`src/include/vec_params.svh`:
```
`ifndef VEC_PARAMS_SVH
`define VEC_PARAMS_SVH

////////////////////////////////////////////////////////////
// Vector slice geometry
////////////////////////////////////////////////////////////

// Lanes per vector and bits per lane element
`define VEC_LANES   16
`define VEC_ELEM_W  8

// Vector register file size
`define VEC_REGS    8

// Index width for VEC_REGS registers
`define VEC_REG_AW  3

`endif

```
`src/verilog/vec_pkg.sv`:
```
`include "vec_params.svh"

package vec_pkg;

	////////////////////////////////////////////////////////////
	// Basic data types
	////////////////////////////////////////////////////////////

	// One lane element
	typedef logic [`VEC_ELEM_W-1:0] elem_t;

	// Full vector register, lane 0 in the low bits
	typedef logic [`VEC_LANES*`VEC_ELEM_W-1:0] vec_data_t;

	// Vector register index
	typedef logic [`VEC_REG_AW-1:0] reg_idx_t;

	// Element operations
	typedef enum logic [3:0] {
		OP_ADD  = 4'd0,
		OP_SUB  = 4'd1,
		OP_ADDS = 4'd2,
		OP_AND  = 4'd3,
		OP_OR   = 4'd4,
		OP_XOR  = 4'd5,
		OP_SHL  = 4'd6,
		OP_SHR  = 4'd7,
		OP_MIN  = 4'd8,
		OP_MAX  = 4'd9,
		OP_MOV  = 4'd10
	} vec_op_e;

	////////////////////////////////////////////////////////////
	// Stage to stage structs
	////////////////////////////////////////////////////////////

	// Incoming instruction
	typedef struct packed {
		logic     valid;
		vec_op_e  op;
		reg_idx_t vd;
		reg_idx_t vs1;
		reg_idx_t vs2;
		// Second source replaced by scalar on every lane
		logic     use_scalar;
		elem_t    scalar;
	} vec_instr_t;

	// Work for one lane
	typedef struct packed {
		vec_op_e op;
		elem_t   a;
		elem_t   b;
	} lane_req_t;

	// Result of one lane
	typedef struct packed {
		elem_t data;
		logic  sat;
	} lane_rsp_t;

	// Control travelling beside the lanes
	typedef struct packed {
		logic     valid;
		reg_idx_t vd;
	} vec_ctrl_t;

	// Completed instruction, bit i of sat belongs to lane i
	typedef struct packed {
		logic                  valid;
		reg_idx_t              vd;
		vec_data_t             data;
		logic [`VEC_LANES-1:0] sat;
	} vec_wb_t;

endpackage

```
`src/verilog/vec_issue.sv`:
```
`include "vec_params.svh"

module vec_issue import vec_pkg::*; (
	input  logic       clk,
	input  logic       arst_n,
	input  vec_instr_t instr,
	input  vec_wb_t    wb,
	output lane_req_t  lane_req [`VEC_LANES],
	output vec_ctrl_t  ctrl
);

	// Register file storage
	vec_data_t regs [`VEC_REGS];

	// Raw register reads
	vec_data_t rd_a;
	vec_data_t rd_b;

	// Reads after write-through from the writeback port
	vec_data_t src_a;
	vec_data_t src_b;

	// Second operand after scalar broadcast
	vec_data_t opnd_b;

	// Per-lane requests before the pipeline register
	lane_req_t req_d [`VEC_LANES];

	////////////////////////////////////////////////////////////
	// Vector register file
	////////////////////////////////////////////////////////////

	always_ff @(posedge clk or negedge arst_n) begin
		if (!arst_n) begin
			for (int r = 0; r < `VEC_REGS; r++) begin
				regs[r] <= '0;
			end
		end else if (wb.valid) begin
			regs[wb.vd] <= wb.data;
		end
	end

	assign rd_a = regs[instr.vs1];
	assign rd_b = regs[instr.vs2];

	// Write-through so an instruction issued in the write cycle
	// already sees the result being written
	assign src_a = (wb.valid && (wb.vd == instr.vs1)) ? wb.data : rd_a;
	assign src_b = (wb.valid && (wb.vd == instr.vs2)) ? wb.data : rd_b;

	////////////////////////////////////////////////////////////
	// Operand select and lane slicing
	////////////////////////////////////////////////////////////

	// Scalar copied into every element
	assign opnd_b = instr.use_scalar ? {`VEC_LANES{instr.scalar}} : src_b;

	always_comb begin
		for (int i = 0; i < `VEC_LANES; i++) begin
			req_d[i].op = instr.op;
			req_d[i].a  = src_a[i*`VEC_ELEM_W +: `VEC_ELEM_W];
			req_d[i].b  = opnd_b[i*`VEC_ELEM_W +: `VEC_ELEM_W];
		end
	end

	////////////////////////////////////////////////////////////
	// Issue pipeline register
	////////////////////////////////////////////////////////////

	// Lane requests, cleared so the lanes start from known operands
	always_ff @(posedge clk or negedge arst_n) begin
		if (!arst_n) begin
			for (int i = 0; i < `VEC_LANES; i++) begin
				lane_req[i] <= '0;
			end
		end else begin
			lane_req <= req_d;
		end
	end

	// Valid and destination for the writeback stage
	always_ff @(posedge clk or negedge arst_n) begin
		if (!arst_n) begin
			ctrl <= '0;
		end else begin
			ctrl.valid <= instr.valid;
			ctrl.vd    <= instr.vd;
		end
	end

endmodule

```
`src/verilog/vec_unit.sv`:
```
`include "vec_params.svh"

module vec_unit import vec_pkg::*; (
	input  logic       clk,
	input  logic       arst_n,
	input  vec_instr_t instr,
	output vec_wb_t    result
);

	// Issue to lanes
	lane_req_t lane_req [`VEC_LANES];

	// Lanes to writeback
	lane_rsp_t lane_rsp [`VEC_LANES];

	// Issue to writeback
	vec_ctrl_t ctrl;

	////////////////////////////////////////////////////////////
	// Issue with register file
	////////////////////////////////////////////////////////////

	// Result doubles as the register write port
	vec_issue i_vec_issue (
		.clk      (clk),
		.arst_n   (arst_n),
		.instr    (instr),
		.wb       (result),
		.lane_req (lane_req),
		.ctrl     (ctrl)
	);

	////////////////////////////////////////////////////////////
	// Lanes
	////////////////////////////////////////////////////////////

	generate
		for (genvar i = 0; i < `VEC_LANES; i++) begin : g_lane
			vector_lane i_vector_lane (
				.clk    (clk),
				.arst_n (arst_n),
				.req    (lane_req[i]),
				.rsp    (lane_rsp[i])
			);
		end
	endgenerate

	////////////////////////////////////////////////////////////
	// Writeback
	////////////////////////////////////////////////////////////

	vec_writeback i_vec_writeback (
		.clk      (clk),
		.arst_n   (arst_n),
		.ctrl     (ctrl),
		.lane_rsp (lane_rsp),
		.wb       (result)
	);

endmodule

```
`src/verilog/vec_writeback.sv`:
```
`include "vec_params.svh"

module vec_writeback import vec_pkg::*; (
	input  logic      clk,
	input  logic      arst_n,
	input  vec_ctrl_t ctrl,
	input  lane_rsp_t lane_rsp [`VEC_LANES],
	output vec_wb_t   wb
);

	// Control delayed to line up with the lane registers
	vec_ctrl_t ctrl_q;

	// Packed lane results
	vec_data_t             data_d;
	logic [`VEC_LANES-1:0] sat_d;

	// Output register fields
	logic                  wb_valid_q;
	reg_idx_t              wb_vd_q;
	vec_data_t             wb_data_q;
	logic [`VEC_LANES-1:0] wb_sat_q;

	always_ff @(posedge clk or negedge arst_n) begin
		if (!arst_n) begin
			ctrl_q <= '0;
		end else begin
			ctrl_q <= ctrl;
		end
	end

	////////////////////////////////////////////////////////////
	// Pack lanes, lane 0 lowest
	////////////////////////////////////////////////////////////

	always_comb begin
		for (int i = 0; i < `VEC_LANES; i++) begin
			data_d[i*`VEC_ELEM_W +: `VEC_ELEM_W] = lane_rsp[i].data;
			sat_d[i]                             = lane_rsp[i].sat;
		end
	end

	// Control part of the result
	always_ff @(posedge clk or negedge arst_n) begin
		if (!arst_n) begin
			wb_valid_q <= 1'b0;
			wb_vd_q    <= '0;
		end else begin
			wb_valid_q <= ctrl_q.valid;
			wb_vd_q    <= ctrl_q.vd;
		end
	end

	// Data part, only meaningful with valid
	always_ff @(posedge clk) begin
		wb_data_q <= data_d;
		wb_sat_q  <= sat_d;
	end

	assign wb = '{valid: wb_valid_q, vd: wb_vd_q, data: wb_data_q, sat: wb_sat_q};

endmodule

```
`src/verilog/vector_lane.sv`:
```
`include "vec_params.svh"

module vector_lane import vec_pkg::*; (
	input  logic      clk,
	input  logic      arst_n,
	input  lane_req_t req,
	output lane_rsp_t rsp
);

	// Shift amount bits taken from b
	localparam int SHAMT_W = $clog2(`VEC_ELEM_W);

	// Sum with carry out for the saturating add
	logic [`VEC_ELEM_W:0] sum;

	logic [SHAMT_W-1:0] shamt;

	// Combinational result
	elem_t res;
	logic  sat;

	assign sum   = {1'b0, req.a} + {1'b0, req.b};
	assign shamt = req.b[SHAMT_W-1:0];

	////////////////////////////////////////////////////////////
	// Element ALU
	////////////////////////////////////////////////////////////

	always_comb begin
		res = '0;
		sat = 1'b0;
		case (req.op)
			// Wraps modulo 256
			OP_ADD:  res = sum[`VEC_ELEM_W-1:0];
			OP_SUB:  res = req.a - req.b;
			OP_ADDS: begin
				// Clamp at all ones on carry out
				sat = sum[`VEC_ELEM_W];
				res = sum[`VEC_ELEM_W] ? '1 : sum[`VEC_ELEM_W-1:0];
			end
			OP_AND:  res = req.a & req.b;
			OP_OR:   res = req.a | req.b;
			OP_XOR:  res = req.a ^ req.b;
			OP_SHL:  res = req.a << shamt;
			OP_SHR:  res = req.a >> shamt;
			// Unsigned compare
			OP_MIN:  res = (req.a < req.b) ? req.a : req.b;
			OP_MAX:  res = (req.a > req.b) ? req.a : req.b;
			OP_MOV:  res = req.b;
			default: res = '0;
		endcase
	end

	// Result register
	always_ff @(posedge clk or negedge arst_n) begin
		if (!arst_n) begin
			rsp <= '0;
		end else begin
			rsp.data <= res;
			rsp.sat  <= sat;
		end
	end

endmodule
```
`config.mk`:
```
export PLATFORM = sky130hd
export DESIGN_NAME = vec_unit
export DESIGN_NICKNAME = d
export VERILOG_FILES = /design/src/verilog/vec_pkg.sv /design/src/verilog/vec_issue.sv /design/src/verilog/vec_unit.sv /design/src/verilog/vec_writeback.sv /design/src/verilog/vector_lane.sv
export VERILOG_INCLUDE_DIRS = /design/src /design/src/include
export SDC_FILE = /design/constraint.sdc
export NUM_CORES = 2
export LEC_CHECK = 0
export BUFFER_PORTS_ARGS = -buffer_cell sky130_fd_sc_hd__buf_2
export CELL_PAD_IN_SITES_DETAIL_PLACEMENT = 0
export CELL_PAD_IN_SITES_GLOBAL_PLACEMENT = 1
export CORE_MARGIN = 2
export CORE_UTILIZATION = 49
export CTS_BUF_LIST = sky130_fd_sc_hd__clkbuf_4 sky130_fd_sc_hd__clkbuf_8
export DETAILED_ROUTE_END_ITERATION = 7
export GPL_TIMING_DRIVEN = 0
export PLACE_DENSITY_LB_ADDON = 0.1
export SETUP_SLACK_MARGIN = 0.1
export SYNTH_ARGS = -nofsm -noshare
export SYNTH_HDL_FRONTEND = slang
export SYNTH_SLANG_ARGS = --single-unit
export TNS_END_PERCENT = 20
```
`constraint.sdc`:
```
create_clock -name clk -period 3.2 [get_ports clk]
set_input_delay 0.64 -clock clk [delete_from_list [all_inputs] [get_ports clk]]
set_output_delay 0.64 -clock clk [all_outputs]
set_load 0.01 [all_outputs]
```
# Word level (Yosys, flattened, before mapping)

Index checks and enable logic that the tools add are counted.
Widths: inputs -> output; s select.

Flip-flop bits (word level): 1584
Bits in latches: 0
Memory bits (writable): 0
ROM bits: 0
Bits of input ports: 25
Output and inout bits: 148
Word-level logic and storage cells: 340
Memories: 0

Add/sub/neg operators: 32
$mul: 0
Div/mod/pow operators: 0
Magnitude comparators: 36
Eq/ne operators: 12
Shifts and indexed selects: 32
Mux-type cells: 92
Bitwise operators: 51
Reductions and logical operators: 4

Operators by type and width:

| kind               | number |
|---|---|
| $pmux 8 s11        | 16 |
| $bwmux 1024        | 1 |
| $mux 128           | 8 |
| $bmux 128 s3       | 2 |
| $demux 128 s3      | 1 |
| $mux 8             | 48 |
| $add 8x8->9        | 16 |
| $and 8x8->8        | 16 |
| $gt 8x8->1         | 16 |
| $lt 8x8->1         | 16 |
| $or 8x8->8         | 16 |
| $shl 8x3->8        | 16 |
| $shr 8x3->8        | 16 |
| $sub 8x8->8        | 16 |
| $xor 8x8->8        | 16 |
| $eq 4x3->1 const B | 4 |
| $mux 1             | 16 |
| $eq 4x4->1 const B | 3 |
| $ge 4x4->1 const B | 3 |
| $not 3->4          | 3 |
| $eq 4x2->1 const B | 2 |
| $eq 3x3->1         | 2 |
| $eq 4x1->1 const B | 1 |
| $logic_not 4->1    | 1 |
| 2 further kinds    | 4 |

# Longest topological paths before layout

Word-level depth: 6
Mapped depth: 12
Gate-level depth less buffers: 10

# Hierarchy

A second synthesis with hierarchy kept.

Cells, all modules: 9409
Area, all modules: 103956.0 µm²

By module, submodules not included:

| module        | times used | cells an instance | area each (µm²) | sequential area each (µm²) |
|---|---|---|---|---|
| vec_issue     | 1          | 4440              | 63209.4         | 32230.9 |
| vector_lane   | 16         | 301               | 2353.5          | 225.2 |
| vec_writeback | 1          | 153               | 3090.5          | 3083.0 |

# Worst setup path after synthesis

Ideal clock, no wire load.

Kind: reg2reg
Start: register i_vec_issue.lane_req[300] (netlist name)
End: register g_lane[0].i_vector_lane.rsp[8] in the netlist's numbering
Setup time: 141 ps
Arrival time: 2917 ps
Data required time: 3059 ps
Setup slack: 141 ps
Stages on the path, launching flop included: 10
Buffers on the path: 2
Period minus slack after synthesis: 3059 ps
Cells stage by stage: dfrtp_1 > buf_2 > clkbuf_1 > inv_1 > ha_1 > or4_1 > o21ai_2 > o22ai_1 > a2111oi_0 > nand4_1

Longest elaborated chain between the ends: 3
Elaborated cells on any way between the ends: 10
Classes of those cells: add/sub: 2; order compare: 2; shift: 2; mux: 4

Ends and longest elaborated chain:

| element                                  | line                                                    | source |
|---|---|---|
| $add 8x8->9 (tied with other cells)      | vector_lane.sv:22                                       | `assign sum = {1'b0, req.a} + {1'b0, req.b};` |
| $mux 8, on equally long branches         | vector_lane.sv:39, vector_lane.sv:47, vector_lane.sv:48 |  |
| $pmux 8 s11 (*)                          | vector_lane.sv:32                                       | `case (req.op)` |
| named net g_lane[0].i_vector_lane.res[7] | vector_lane.sv:19                                       | `elem_t res;` |
| end, declared                            | vector_lane.sv:7                                        | `output lane_rsp_t rsp` |

Mark *: on every way through the listed nets, which the timed path passes. The rest lies on a longest branch.
A chain may end at the register's enable or synchronous reset.

==> reports/metrics.cfg <==
[layout]
final_util = 0.5732
final_cell_mix = dfrtp_1 (1315), mux2_2 (1046), mux4_2 (618)
nNetsFinal = 9948
drive_above_1_share = 0.3481
fillerInstances = 17089
final_common_cell = dfrtp_1
synthToLayoutAreaGrowth_pct = 16.30

[timing]
hold_violations = 157
finalSetupViolCount = 12
slew_headroom = 0.03065
slew_viol_final = 0
rsz0062_at_grt = true
setup_ws_ns = -0.09897
fin_crit_ns = 3.299
clock.fmax_mhz = 303.1
period_share = 1.031
worst_pin_slew_ns = 1.454
finClkSkew_ns = 0.07534
whs_ns = -0.3936

[setup_path]
cp.depth = 6
crit_slowest_cell = clkbuf_4
end_kind = flop
critPathMaxStageDelay_ns = 0.59
critical_path.cell_chain = nor2b_2 > nand2_2 > buf_4 > clkbuf_2 > clkbuf_4 > o221ai_1
rr_worst_depth = 6
crit_type = flop to flop
critical_path_required_ns = 3.98
cp_num_buf_inv = 3
cp.arrival_ns = 4.08
cp_top_family = buffers and inverters
cp-start-kind = flop
critPathMaxFanout = 10

[route]
routed_wl_mm = 477.2
drc = 0
drt_iter0_drc = 11914
num_vias = 85991
avgRoutedWirePerCell_um = 38.43
antenna_left = 0
first_pass_iters = 8
vias_per_cell = 6.925

[logic_synthesis]
synth_edf_count = 0
avgSynthCellArea_um2 = 11.34
synth_ff_type = dfrtp_1
yosys.area.top_type = dfrtp_1
syn_area_um2 = 99620
synth.top_cell.area_share = 0.3617
yosysSeqAreaShare = 0.3907
ys_async_sr_fraction = 0.9091
yosysWarnings = 0
syn_inst = 8781
ys_seq_elements = 1584
synthTopCellsByArea = dfrtp_1 (36%), mux4_2 (14%), mux2_2 (12%)
synth_nets = 9263
synth.distinct_cells = 111

[clock_tree]
worstSkewPairLatency_ns = 1.09
cts_buffer_depth = 4
cts_sinks = 1584
cts-root-buf = clkbuf_8
ctsHoldBuffers = 14
cts_tree = yes
numCtsBuffers = 288
clk_pin_slew_worst_paths_ns = 0.06
htree_levels = 5

[worst_hold_path]
min_path_type = input port to asynchronous set/reset pin

[pwr]
pwr-share-clk = 0.185
power_frac_seq = 0.335
p_total_mw = 111.7
power.density_nw_per_um2 = 964.0
switching_power_mw = 46.44
comb_power_share = 0.480
swShare = 0.4158
internal_power_mw = 65.24
ir_drop_uv = 608.0
p_leak_nw = 50.78

[die]
initial_core_util = 0.4929
die_y_um = 454.9
die_w_um = 454.9
core-area_um2 = 202100
die-area_um2 = 206900
rows = 165
ioPinCount = 173

[status]
violations = negative hold slack, negative setup slack
status = finished with violations

[placed_design]
io_buffers = 165
place_congestion = 1.046
dp_hpwl_mm = 332.5

[grt]
antenna_found_initial = 71
grtUsageTotal = 0.4534
grt_first_pass_wirelength_mm = 654.5
grt_max_degree = 172
grt_overflow = 0
grt_pass1_vias = 82252

[flow_run]
maxCapViolations = 0

==> logic make-up after synthesis <==
kind of cell | synth area share
fa+ha+maj | 0.05981
flops | 0.3907
compound gates | 0.1278
mux | 0.3018
xor+xnor | 0.008001
simple gates | 0.06447
buf+inv | 0.04744
==> final timing paths <==
| kind | start | to | slack, ns |
|---|---|---|---|
| min reg2reg | g_lane[8].i_vector_lane.rsp[2] | i_vec_writeback.wb_data_q[65] | 0.30 |
| min in group clk | instr[15] | i_vec_issue.ctrl[0] | 0.21 |
| max | i_vec_issue.lane_req[319] | g_lane[7].i_vector_lane.rsp[2] | -0.1 |
| max in group asynchronous | arst_n | i_vec_issue.lane_req[88] | 0.60 |
| min | arst_n | i_vec_issue.regs[881] | -0.39 |
| max reg2reg | i_vec_issue.lane_req[319] | g_lane[7].i_vector_lane.rsp[2] | -0.1 |
==> cells in the mapped netlist (all sizes together), types with 58 or more instances <==
cell type  number
o221ai         76
inv           334
buf           271
clkbuf        549
a22oi         140
nand2         397
o21ai         492
o22ai         107
a21oi         566
mux2         1047
mux4          618
dfrtp        1440
mux2i         435
dfxtp         144
nor3          111
a211oi         58
a221oi         60
ha            425
xnor2          71
nor2          578
o211ai         65
nand3          85
==> what timing repair did <==
action,4_1_cts,5_1_grt
buffers inserted,60,119
endpoints found under the setup margin,177,334
resized for setup,598,367
endpoints found under the hold margin,176,157
pin swaps,51,58
==> per-layer routing <==
metal	GRT usage	vias up	share of wire
li1	-	34277	-
met1	0.5833	44044	0.38
met2	0.6286	5946	0.41
met3	0.1647	1692	0.12
met4	0.3249	32	0.084
met5	0.005744	-	0.00084
==> cell type report <==
type | instances | area, um^2 | share of cell area
inverters | 342 | 1339 | 0.01156
well taps | 2672 | 3343 | 0.02886
clock inverters | 40 | 415.4 | 0.003585
multi-input cells | 6035 | 57520 | 0.4965
clock buffers | 462 | 5714 | 0.04932
repair buffers | 409 | 3647 | 0.03148
plain buffers | 806 | 4637 | 0.04002
flip-flops and latches | 1584 | 39080 | 0.3373
diodes | 67 | 167.7 | 0.001447
==> power by group through the flow <==
stage          registers (mW)  clock network (mW)  logic [mW]
2_1_floorplan            33.8                   0        34.2
3_3_place_gp             37.0                   0        46.6
3_5_place_dp             37.3                   0        47.3
4_1_cts                  37.1                20.9        49.6
5_1_grt                  38.2                21.8        56.6
6_report                 37.4                20.7        53.6
==> state kept, by name, summed over array words and instances, names as in the netlist <==
name / count
i_vec_writeback.wb_data_q: 128
i_vec_issue.lane_req: 260
i_vec_writeback.wb_vd_q: 3
i_vec_writeback.wb_sat_q: 16
g_lane.i_vector_lane.rsp: 144
i_vec_writeback.ctrl_q: 4
i_vec_issue.regs: 1024
i_vec_issue.ctrl: 4
i_vec_writeback.wb_valid_q: 1
==> stage by stage <==
stage          setup WS, ns  setup TNS, ns  std cells  instance area (um^2)
2_1_floorplan        0.1414              0       8781                 99620
3_3_place_gp         -29.90              -      11618                103800
3_5_place_dp         -1.993        -539.95      11668                105100
4_1_cts            -0.05450       -0.08922      12235                113800
5_1_grt            -0.03518        -0.2491      12365                115700
6_report           -0.09897        -0.3431      12417                115900
Note: power is estimated with default switching activity, not from simulation.
